--- src/hdl/calc_cfg.svh ---
// Calculator width, completion depth and multiplier stage macros
`ifndef CALC_CFG_SVH
`define CALC_CFG_SVH

// Operand and result width
`define CALC_DATA_W 32

// Register file index width
`define CALC_REG_ADDR_W 5

// Completion stages between reservation slot and writeback
`define CALC_COMP_DEPTH 4

// Multiplier registers
// The product lands in the completion stage with this index
`define CALC_MUL_STAGES 2

`endif

--- src/hdl/calc_pkg.sv ---
// Calculator data types, operation enum and packet structs
`include "calc_cfg.svh"

package calc_pkg;

  typedef logic [`CALC_DATA_W-1:0] calc_data_t;
  typedef logic [`CALC_REG_ADDR_W-1:0] calc_reg_addr_t;

  // Shift amount, taken from the low bits of an operand
  typedef logic [$clog2(`CALC_DATA_W)-1:0] calc_shift_w;

  typedef enum logic [2:0]
  {
    ADD = 3'd0,
    SUB = 3'd1,
    AND = 3'd2,
    OR  = 3'd3,
    XOR = 3'd4,
    SLL = 3'd5,
    SRL = 3'd6,
    MUL = 3'd7
  } calc_op_e;

  typedef struct packed
  {
    logic           v;
    calc_op_e       op;
    calc_reg_addr_t rs1_addr;
    calc_reg_addr_t rs2_addr;
    calc_reg_addr_t rd_addr;
    calc_data_t     rs1_data;
    calc_data_t     rs2_data;
  } calc_dispatch_s;

  typedef struct packed
  {
    logic       v;
    calc_data_t data;
  } calc_result_s;

  typedef struct packed
  {
    logic           w_v;
    logic           poison;
    calc_reg_addr_t rd_addr;
    calc_data_t     rd_data;
  } calc_wb_s;

  typedef struct packed
  {
    logic           v;
    calc_reg_addr_t rd_addr;
    calc_data_t     data;
  } calc_fwd_s;

  // Index 0 is the youngest tap
  typedef calc_fwd_s [`CALC_COMP_DEPTH-1:0] calc_fwd_bus_t;

endpackage

--- src/hdl/calc_issue.sv ---
// Issue stage with source operand bypass and the reservation slot register
`timescale 1ns/1ps
`include "calc_cfg.svh"

module calc_issue
(
  input  logic                     clk_i
  , input  logic                   rst_n_i
  , input  calc_pkg::calc_dispatch_s dispatch_pkt_i
  , input  calc_pkg::calc_fwd_bus_t  fwd_i
  , output calc_pkg::calc_dispatch_s reservation_o
);

  calc_pkg::calc_dispatch_s rsv_n;
  calc_pkg::calc_dispatch_s rsv_r;
  logic                     rsv_v_r;

  function automatic calc_pkg::calc_data_t bypass_src
  (
    input calc_pkg::calc_reg_addr_t addr
    , input calc_pkg::calc_data_t   rf_data
    , input calc_pkg::calc_fwd_bus_t fwd
  );
    calc_pkg::calc_data_t data;
    data = rf_data;
    // Oldest tap first so the youngest match is the one kept
    for (int i = `CALC_COMP_DEPTH-1; i >= 0; i--)
    begin
      if (fwd[i].v && (fwd[i].rd_addr == addr))
        data = fwd[i].data;
    end
    // x0 is hardwired
    if (addr == '0)
      data = '0;
    return data;
  endfunction

  always_comb
  begin
    rsv_n          = dispatch_pkt_i;
    rsv_n.rs1_data = bypass_src(dispatch_pkt_i.rs1_addr, dispatch_pkt_i.rs1_data, fwd_i);
    rsv_n.rs2_data = bypass_src(dispatch_pkt_i.rs2_addr, dispatch_pkt_i.rs2_data, fwd_i);
  end

  always_ff @(posedge clk_i or negedge rst_n_i)
  begin
    if (!rst_n_i)
      rsv_v_r <= 1'b0;
    else
      rsv_v_r <= rsv_n.v;
  end

  always_ff @(posedge clk_i)
  begin
    rsv_r <= rsv_n;
  end

  always_comb
  begin
    reservation_o   = rsv_r;
    reservation_o.v = rsv_v_r;
  end

endmodule

--- src/hdl/calc_pipe_int.sv ---
// Single-cycle integer ALU fed from the reservation slot
`timescale 1ns/1ps

module calc_pipe_int
(
  input  calc_pkg::calc_dispatch_s reservation_i
  , output calc_pkg::calc_result_s int_res_o
);

  calc_pkg::calc_data_t  op_a;
  calc_pkg::calc_data_t  op_b;
  calc_pkg::calc_shift_w shamt;
  calc_pkg::calc_data_t  result;

  assign op_a  = reservation_i.rs1_data;
  assign op_b  = reservation_i.rs2_data;
  assign shamt = op_b[$bits(calc_pkg::calc_shift_w)-1:0];

  always_comb
  begin
    case (reservation_i.op)
      calc_pkg::ADD:
        result = op_a + op_b;
      calc_pkg::SUB:
        result = op_a - op_b;
      calc_pkg::AND:
        result = op_a & op_b;
      calc_pkg::OR:
        result = op_a | op_b;
      calc_pkg::XOR:
        result = op_a ^ op_b;
      calc_pkg::SLL:
        result = op_a << shamt;
      calc_pkg::SRL:
        result = op_a >> shamt;
      // MUL goes to the multiplier pipe
      default:
        result = '0;
    endcase
  end

  always_comb
  begin
    int_res_o.v    = reservation_i.v && (reservation_i.op != calc_pkg::MUL);
    int_res_o.data = result;
  end

endmodule

--- src/hdl/calc_pipe_mul.sv ---
// Pipelined multiplier returning the low product word
`timescale 1ns/1ps
`include "calc_cfg.svh"

module calc_pipe_mul
(
  input  logic                     clk_i
  , input  logic                   rst_n_i
  , input  calc_pkg::calc_dispatch_s reservation_i
  , output calc_pkg::calc_result_s   mul_res_o
);

  logic                 mul_v_n;
  calc_pkg::calc_data_t product;

  logic [`CALC_MUL_STAGES-1:0] mul_v_r;
  calc_pkg::calc_data_t        mul_data_r [`CALC_MUL_STAGES];

  assign mul_v_n = reservation_i.v && (reservation_i.op == calc_pkg::MUL);

  // Only the low word is kept
  assign product = reservation_i.rs1_data * reservation_i.rs2_data;

  // Valid bits walk alongside the data
  always_ff @(posedge clk_i or negedge rst_n_i)
  begin
    if (!rst_n_i)
      mul_v_r <= '0;
    else
    begin
      mul_v_r[0] <= mul_v_n;
      for (int i = 1; i < `CALC_MUL_STAGES; i++)
        mul_v_r[i] <= mul_v_r[i-1];
    end
  end

  always_ff @(posedge clk_i)
  begin
    mul_data_r[0] <= product;
    for (int i = 1; i < `CALC_MUL_STAGES; i++)
      mul_data_r[i] <= mul_data_r[i-1];
  end

  always_comb
  begin
    mul_res_o.v    = mul_v_r[`CALC_MUL_STAGES-1];
    mul_res_o.data = mul_data_r[`CALC_MUL_STAGES-1];
  end

endmodule

--- src/hdl/calc_completion.sv ---
// Completion shift pipeline with result merge, flush poison, writeback and forwarding taps
`timescale 1ns/1ps
`include "calc_cfg.svh"

module calc_completion
(
  input  logic                     clk_i
  , input  logic                   rst_n_i
  , input  logic                   flush_i
  , input  calc_pkg::calc_dispatch_s reservation_i
  , input  calc_pkg::calc_result_s   int_res_i
  , input  calc_pkg::calc_result_s   mul_res_i
  , output calc_pkg::calc_fwd_bus_t  fwd_o
  , output calc_pkg::calc_wb_s       wb_pkt_o
);

  calc_pkg::calc_wb_s [`CALC_COMP_DEPTH-1:0] stage_n;
  calc_pkg::calc_wb_s [`CALC_COMP_DEPTH-1:0] stage_r;
  calc_pkg::calc_wb_s [`CALC_COMP_DEPTH-1:0] stage_q;

  logic [`CALC_COMP_DEPTH-1:0] w_v_r;
  logic [`CALC_COMP_DEPTH-1:0] poison_r;

  // Registered stages with their control bits
  always_comb
  begin
    for (int i = 0; i < `CALC_COMP_DEPTH; i++)
    begin
      stage_q[i]        = stage_r[i];
      stage_q[i].w_v    = w_v_r[i];
      stage_q[i].poison = poison_r[i];
    end
  end

  always_comb
  begin
    stage_n[0].w_v     = reservation_i.v && (reservation_i.rd_addr != '0);
    stage_n[0].poison  = 1'b0;
    stage_n[0].rd_addr = reservation_i.rd_addr;
    stage_n[0].rd_data = '0;
    for (int i = 1; i < `CALC_COMP_DEPTH; i++)
      stage_n[i] = stage_q[i-1];

    // Static latencies, so at most one pipe lands in a stage per cycle
    if (int_res_i.v)
      stage_n[0].rd_data |= int_res_i.data;
    if (mul_res_i.v)
      stage_n[`CALC_MUL_STAGES].rd_data |= mul_res_i.data;

    // Flush kills the two youngest instructions
    stage_n[0].poison |= flush_i;
    stage_n[1].poison |= flush_i;
  end

  always_ff @(posedge clk_i or negedge rst_n_i)
  begin
    if (!rst_n_i)
    begin
      w_v_r    <= '0;
      poison_r <= '0;
    end
    else
    begin
      for (int i = 0; i < `CALC_COMP_DEPTH; i++)
      begin
        w_v_r[i]    <= stage_n[i].w_v;
        poison_r[i] <= stage_n[i].poison;
      end
    end
  end

  always_ff @(posedge clk_i)
  begin
    stage_r <= stage_n;
  end

  // Taps see next-state values so a result is usable the cycle it lands
  always_comb
  begin
    for (int i = 0; i < `CALC_COMP_DEPTH; i++)
    begin
      fwd_o[i].v       = stage_n[i].w_v && !stage_n[i].poison;
      fwd_o[i].rd_addr = stage_n[i].rd_addr;
      fwd_o[i].data    = stage_n[i].rd_data;
    end
  end

  always_comb
  begin
    wb_pkt_o     = stage_q[`CALC_COMP_DEPTH-1];
    wb_pkt_o.w_v = stage_q[`CALC_COMP_DEPTH-1].w_v && !stage_q[`CALC_COMP_DEPTH-1].poison;
  end

endmodule

--- src/hdl/calc_top.sv ---
// Calculator top level joining issue, integer and multiply pipes and completion
`timescale 1ns/1ps

module calc_top
(
  input  logic                     clk_i
  , input  logic                   rst_n_i
  , input  calc_pkg::calc_dispatch_s dispatch_pkt_i
  , input  logic                   flush_i
  , output calc_pkg::calc_wb_s       wb_pkt_o
);

  calc_pkg::calc_dispatch_s reservation;
  calc_pkg::calc_result_s   int_res;
  calc_pkg::calc_result_s   mul_res;
  calc_pkg::calc_fwd_bus_t  fwd;

  calc_issue i_issue
  (
    .clk_i           (clk_i)
    , .rst_n_i       (rst_n_i)
    , .dispatch_pkt_i(dispatch_pkt_i)
    , .fwd_i         (fwd)
    , .reservation_o (reservation)
  );

  // One cycle latency
  calc_pipe_int i_pipe_int
  (
    .reservation_i(reservation)
    , .int_res_o  (int_res)
  );

  calc_pipe_mul i_pipe_mul
  (
    .clk_i          (clk_i)
    , .rst_n_i      (rst_n_i)
    , .reservation_i(reservation)
    , .mul_res_o    (mul_res)
  );

  calc_completion i_completion
  (
    .clk_i          (clk_i)
    , .rst_n_i      (rst_n_i)
    , .flush_i      (flush_i)
    , .reservation_i(reservation)
    , .int_res_i    (int_res)
    , .mul_res_i    (mul_res)
    , .fwd_o        (fwd)
    , .wb_pkt_o     (wb_pkt_o)
  );

endmodule

--- config.mk ---
export PLATFORM = sky130hd
export DESIGN_NAME = calc_top
export DESIGN_NICKNAME = d
export VERILOG_FILES = /design/src/hdl/calc_pkg.sv /design/src/hdl/calc_issue.sv /design/src/hdl/calc_pipe_int.sv /design/src/hdl/calc_pipe_mul.sv /design/src/hdl/calc_completion.sv /design/src/hdl/calc_top.sv
export VERILOG_INCLUDE_DIRS = /design/src /design/src/hdl
export SDC_FILE = /design/constraint.sdc
export NUM_CORES = 2
export LEC_CHECK = 0
export BUFFER_PORTS_ARGS = -buffer_cell sky130_fd_sc_hd__buf_4
export CORE_ASPECT_RATIO = 0.9
export CORE_UTILIZATION = 28
export DETAILED_ROUTE_END_ITERATION = 7
export GPL_TIMING_DRIVEN = 0
export PLACE_DENSITY = 0.44
export SYNTH_ARGS = -nofsm -noshare
export SYNTH_HDL_FRONTEND = slang
export SYNTH_SLANG_ARGS = --single-unit
--- constraint.sdc ---
create_clock -name clk_i -period 8.5 [get_ports clk_i]
set_input_delay 0.425 -clock clk_i [delete_from_list [all_inputs] [get_ports clk_i]]
set_output_delay 0.425 -clock clk_i [all_outputs]
set_load 0.05 [all_outputs]
==> results_dict.tcl <==
set metrics [dict create \
    outcome "finished with violations" \
    violations "DRC" \
    rsz0062_at_grt "false" \
    fin_crit_ns 8.32 \
    synth_top_family_by_area "adder cells" \
    worstSetupEndpointType "register" \
    synth_edf_count 0 \
    ys.warnings.count 0 \
    clkSinkCount 295 \
    netlist_area_sq_um 32300 \
    first_pass_iters 8 \
    max_cap_violations 0 \
    cts_tree "yes" \
    utilization 0.323 \
    drive_gt1_frac 0.122 \
    vias 28300 \
    worst_r2r_path_depth 23 \
    hold_class "in2async" \
    cp_max_fo 10 \
    final.setup.worst_slack_ns 0.184 \
    ys_async_sr_fraction 0.0373 \
    ys_top_cells_by_area "fa_1 (25%), dfxtp_1 (18%), ha_1 (8.5%), inv_1 (5.7%), nor2_1 (5.5%)" \
    start_util 0.284 \
    syn2layout_area_growth_pct 13.7 \
    design.core.area_sq_um 114000 \
    finalMaxSlewViolations 0 \
    first_iter_violations 3064 \
    ys.flop_type "dfxtp_1" \
    die_w_um 360 \
    max_freq_mhz 120 \
    yosysTopAreaCell "fa_1" \
    dp_slack_ns -1.95 \
    insertion_delay_ns 0.59 \
    ys_types 87 \
    grt_overflow_total 0 \
    crit_path_frequent_cell "fa_1" \
    synth-seq-area-share 0.184 \
    dp.final_hpwl_mm 132 \
    dieArea_sq_um 117000 \
    netlist.area_leader.share 0.253 \
    drt_wl_total_mm 157 \
    hold_viol 0 \
    placed_cell_area_sq_um 35100 \
    r2r_end "i_pipe_mul.mul_data_r[0][31]$_DFF_P_" \
    cts-buffers-inserted 35 \
    final_area_sq_um 36700 \
    setup_viol 0 \
    avgSynthCellArea_sq_um 8.91 \
    critPathSlowestCell "dfxtp_1" \
    die_h_um 324 \
    grt_usage 0.267 \
    rows 117 \
    ys_ff_latch 295 \
    grt_pass1_vias 28200 \
    clock_skew_ns 0.0445 \
    synth_compound_area_frac 0.131 \
    port_buffers 114 \
    critPathLaunchType "register" \
    synth-simple-area-share 0.126 \
    synthCells 3628 \
    worstPathArrival_ns 8.82 \
    htreeDepth 2 \
    grt_max_degree 25 \
    slowest_delay_ns 0.73 \
    timing.rr.start "i_issue.reservation_o[7]$_SDFF_PN0_" \
    io_pins 125 \
    syn_nets 4343 \
    route.detailed.vias_per_inst 5.32 \
    nNetsFinal 4510 \
    r2r_setup_slack_ns 0.18 \
    remaining_drc_errors 3 \
    worst_pin_slew_ns 1.41 \
    path_class "reg2reg" \
    cp.required_ns 9.00 \
    clock_path_buffers 3 \
    path_clk_slew_ns 0.06 \
    slew_headroom 0.0479 \
    grt_pass1_wl_mm 221 \
    wl_per_cell_um 29.7 \
    ant_nets 0 \
    synth_xor_area_frac 0.0458 \
    placed_cells 5235 \
    synthAdderAreaFrac 0.339 \
    place_congestion 1.01 \
    path_cells "clkinv_2, buf_1, nor2_1, fa_1, fa_1, fa_1, inv_1, fa_1, inv_1, fa_1, fa_1, fa_1, fa_1, ha_1, nand3_1, or2_2, or2_2, o311ai_1, buf_2, a21oi_1, o21a_1, o21ai_2, xnor2_1" \
    grt_antenna_before_repair 6 \
    stdcell_count 5309 \
    post-route-period-util 0.978 \
    root_buffer "clkbuf_16" \
    synth.area.mux_share 0.0754 \
]
-- kinds of logic (layout without fill, tap and decap cells) --
logic type,after synthesis,in the layout
and+or+nand+nor,974,974
DFF,295,295
other,0,4
AOI/OAI and AO/OA,604,604
adders and majority gates,629,629
xor gates and xnor gates,168,168
buffers and inverters,784,974
muxes,174,174
-- area by class of cell --
type                            instances  area [sq um]
Antenna cell                            4          10.0
Buffer                                262          1350
Clock buffer                           42           973
Clock inverter                         18           270
Fill cell                           12000         77000
Inverter                              510          1950
Multi-Input combinational cell       2549         23200
Sequential cell                       295          5980
Tap cell                             1487          1860
Timing Repair Buffer                  142          1100
-- sequential cells by signal (all words and copies together) (netlist names) --
signal and flops:
i_completion.fwd_o 79, i_completion.poison_r 4, i_completion.stage_q 32, i_completion.w_v_r 4, i_completion.wb_pkt_o 37, i_issue.reservation_o 72, i_issue.rsv_v_r 1, i_pipe_mul.mul_data_r 64
i_pipe_mul.mul_v_r 2
-- routing by layer --
metal | wire (um) | up-vias | part of all wire | global-route usage
li1 | - | 12200 | - | -
met1 | 74600 | 14600 | 0.47 | 0.404
met2 | 64500 | 1280 | 0.41 | 0.380
met3 | 13400 | 195 | 0.085 | 0.0515
met4 | 5010 | 0 | 0.032 | 0.0757
met5 | 0 | - | 0 | 0.00163
-- cell usage after synthesis (9+ instances only) --
cell type,number
a211o_1,13
a211oi_1,183
a21o_1,59
a21oi_1,100
a221oi_1,9
a22oi_1,32
a31oi_1,12
and3_1,10
buf_1,31
buf_2,22
buf_4,44
clkbuf_1,169
clkinv_1,14
dfrtp_1,11
dfxtp_1,284
fa_1,409
ha_1,220
inv_1,488
mux2_2,12
mux2i_1,108
mux4_2,53
nand2_1,330
nand2b_1,10
nand3_1,23
nand4_1,10
nor2_1,477
nor2b_1,9
nor3_1,43
nor4_1,11
o211ai_1,11
o21a_1,12
o21ai_0,50
o22ai_1,41
o31ai_1,10
or2_2,9
or3_1,11
xnor2_1,129
xor2_1,38
-- cell usage in the layout, fill, tap and decap left out, types with 36 or more instances in the layout --
master / count
inv_1: 483
nor2_1: 477
fa_1: 409
nand2_1: 330
dfxtp_1: 272
ha_1: 220
a211oi_1: 183
buf_4: 176
xnor2_1: 126
clkbuf_1: 118
mux2i_1: 108
a21oi_1: 99
a21o_1: 59
mux4_2: 53
o21ai_0: 49
nor3_1: 41
o22ai_1: 41
xor2_1: 36
clkbuf_16: 36
-- worst max-delay path, delay by kind of cell, from the launching register on --
family	cells	cell delay, ns
AND/OR/NAND/NOR	4	1.02
XOR/XNOR	1	0.16
AO/OA/AOI/OAI	4	0.78
flip-flops	1	0.73
adder cells (fa/ha/maj)	9	4.34
buffers and inverters	5	1.21
-- metrics by stage --
stage | TNS [ns] | hold WS (ns)
6_report | 0 | 0.234
2_1_floorplan | 0 | 0.129
3_5_place_dp | -22.84 | 0.282
5_1_grt | 0 | 0.243
3_3_place_gp | -28.97 | 0.282
4_1_cts | 0 | 0.218
-- worst max-delay path by stage --
stage,start,end,slack (ns)
after CTS,i_issue.reservation_o[36]$_SDFF_PN0_,i_pipe_mul.mul_data_r[0][31]$_DFF_P_,0.02
after global placement,i_issue.reservation_o[3]$_SDFF_PN0_,i_pipe_mul.mul_data_r[0][31]$_DFF_P_,-2.83
final,i_issue.reservation_o[7]$_SDFF_PN0_,i_pipe_mul.mul_data_r[0][31]$_DFF_P_,0.18
after global routing,i_issue.reservation_o[38]$_SDFF_PN0_,i_pipe_mul.mul_data_r[0][28]$_DFF_P_,0.02
after detailed placement,i_issue.reservation_o[38]$_SDFF_PN0_,i_pipe_mul.mul_data_r[0][24]$_DFF_P_,-1.95
after floorplan,i_issue.reservation_o[2]$_SDFF_PN0_,i_pipe_mul.mul_data_r[0][31]$_DFF_P_,0.87
-- repair_timing --
action / 4_1_cts / 5_1_grt
buffers inserted: 2 / 9
setup endpoints to repair: 21 / 11
hold buffers: 11 / 0
endpoints found under the hold margin: 21 / 0
resized for setup: 88 / 52
Power is left out: the tool's default activity adds up to more than one toggle a clock period on the data nets, which glitch-free logic cannot reach.
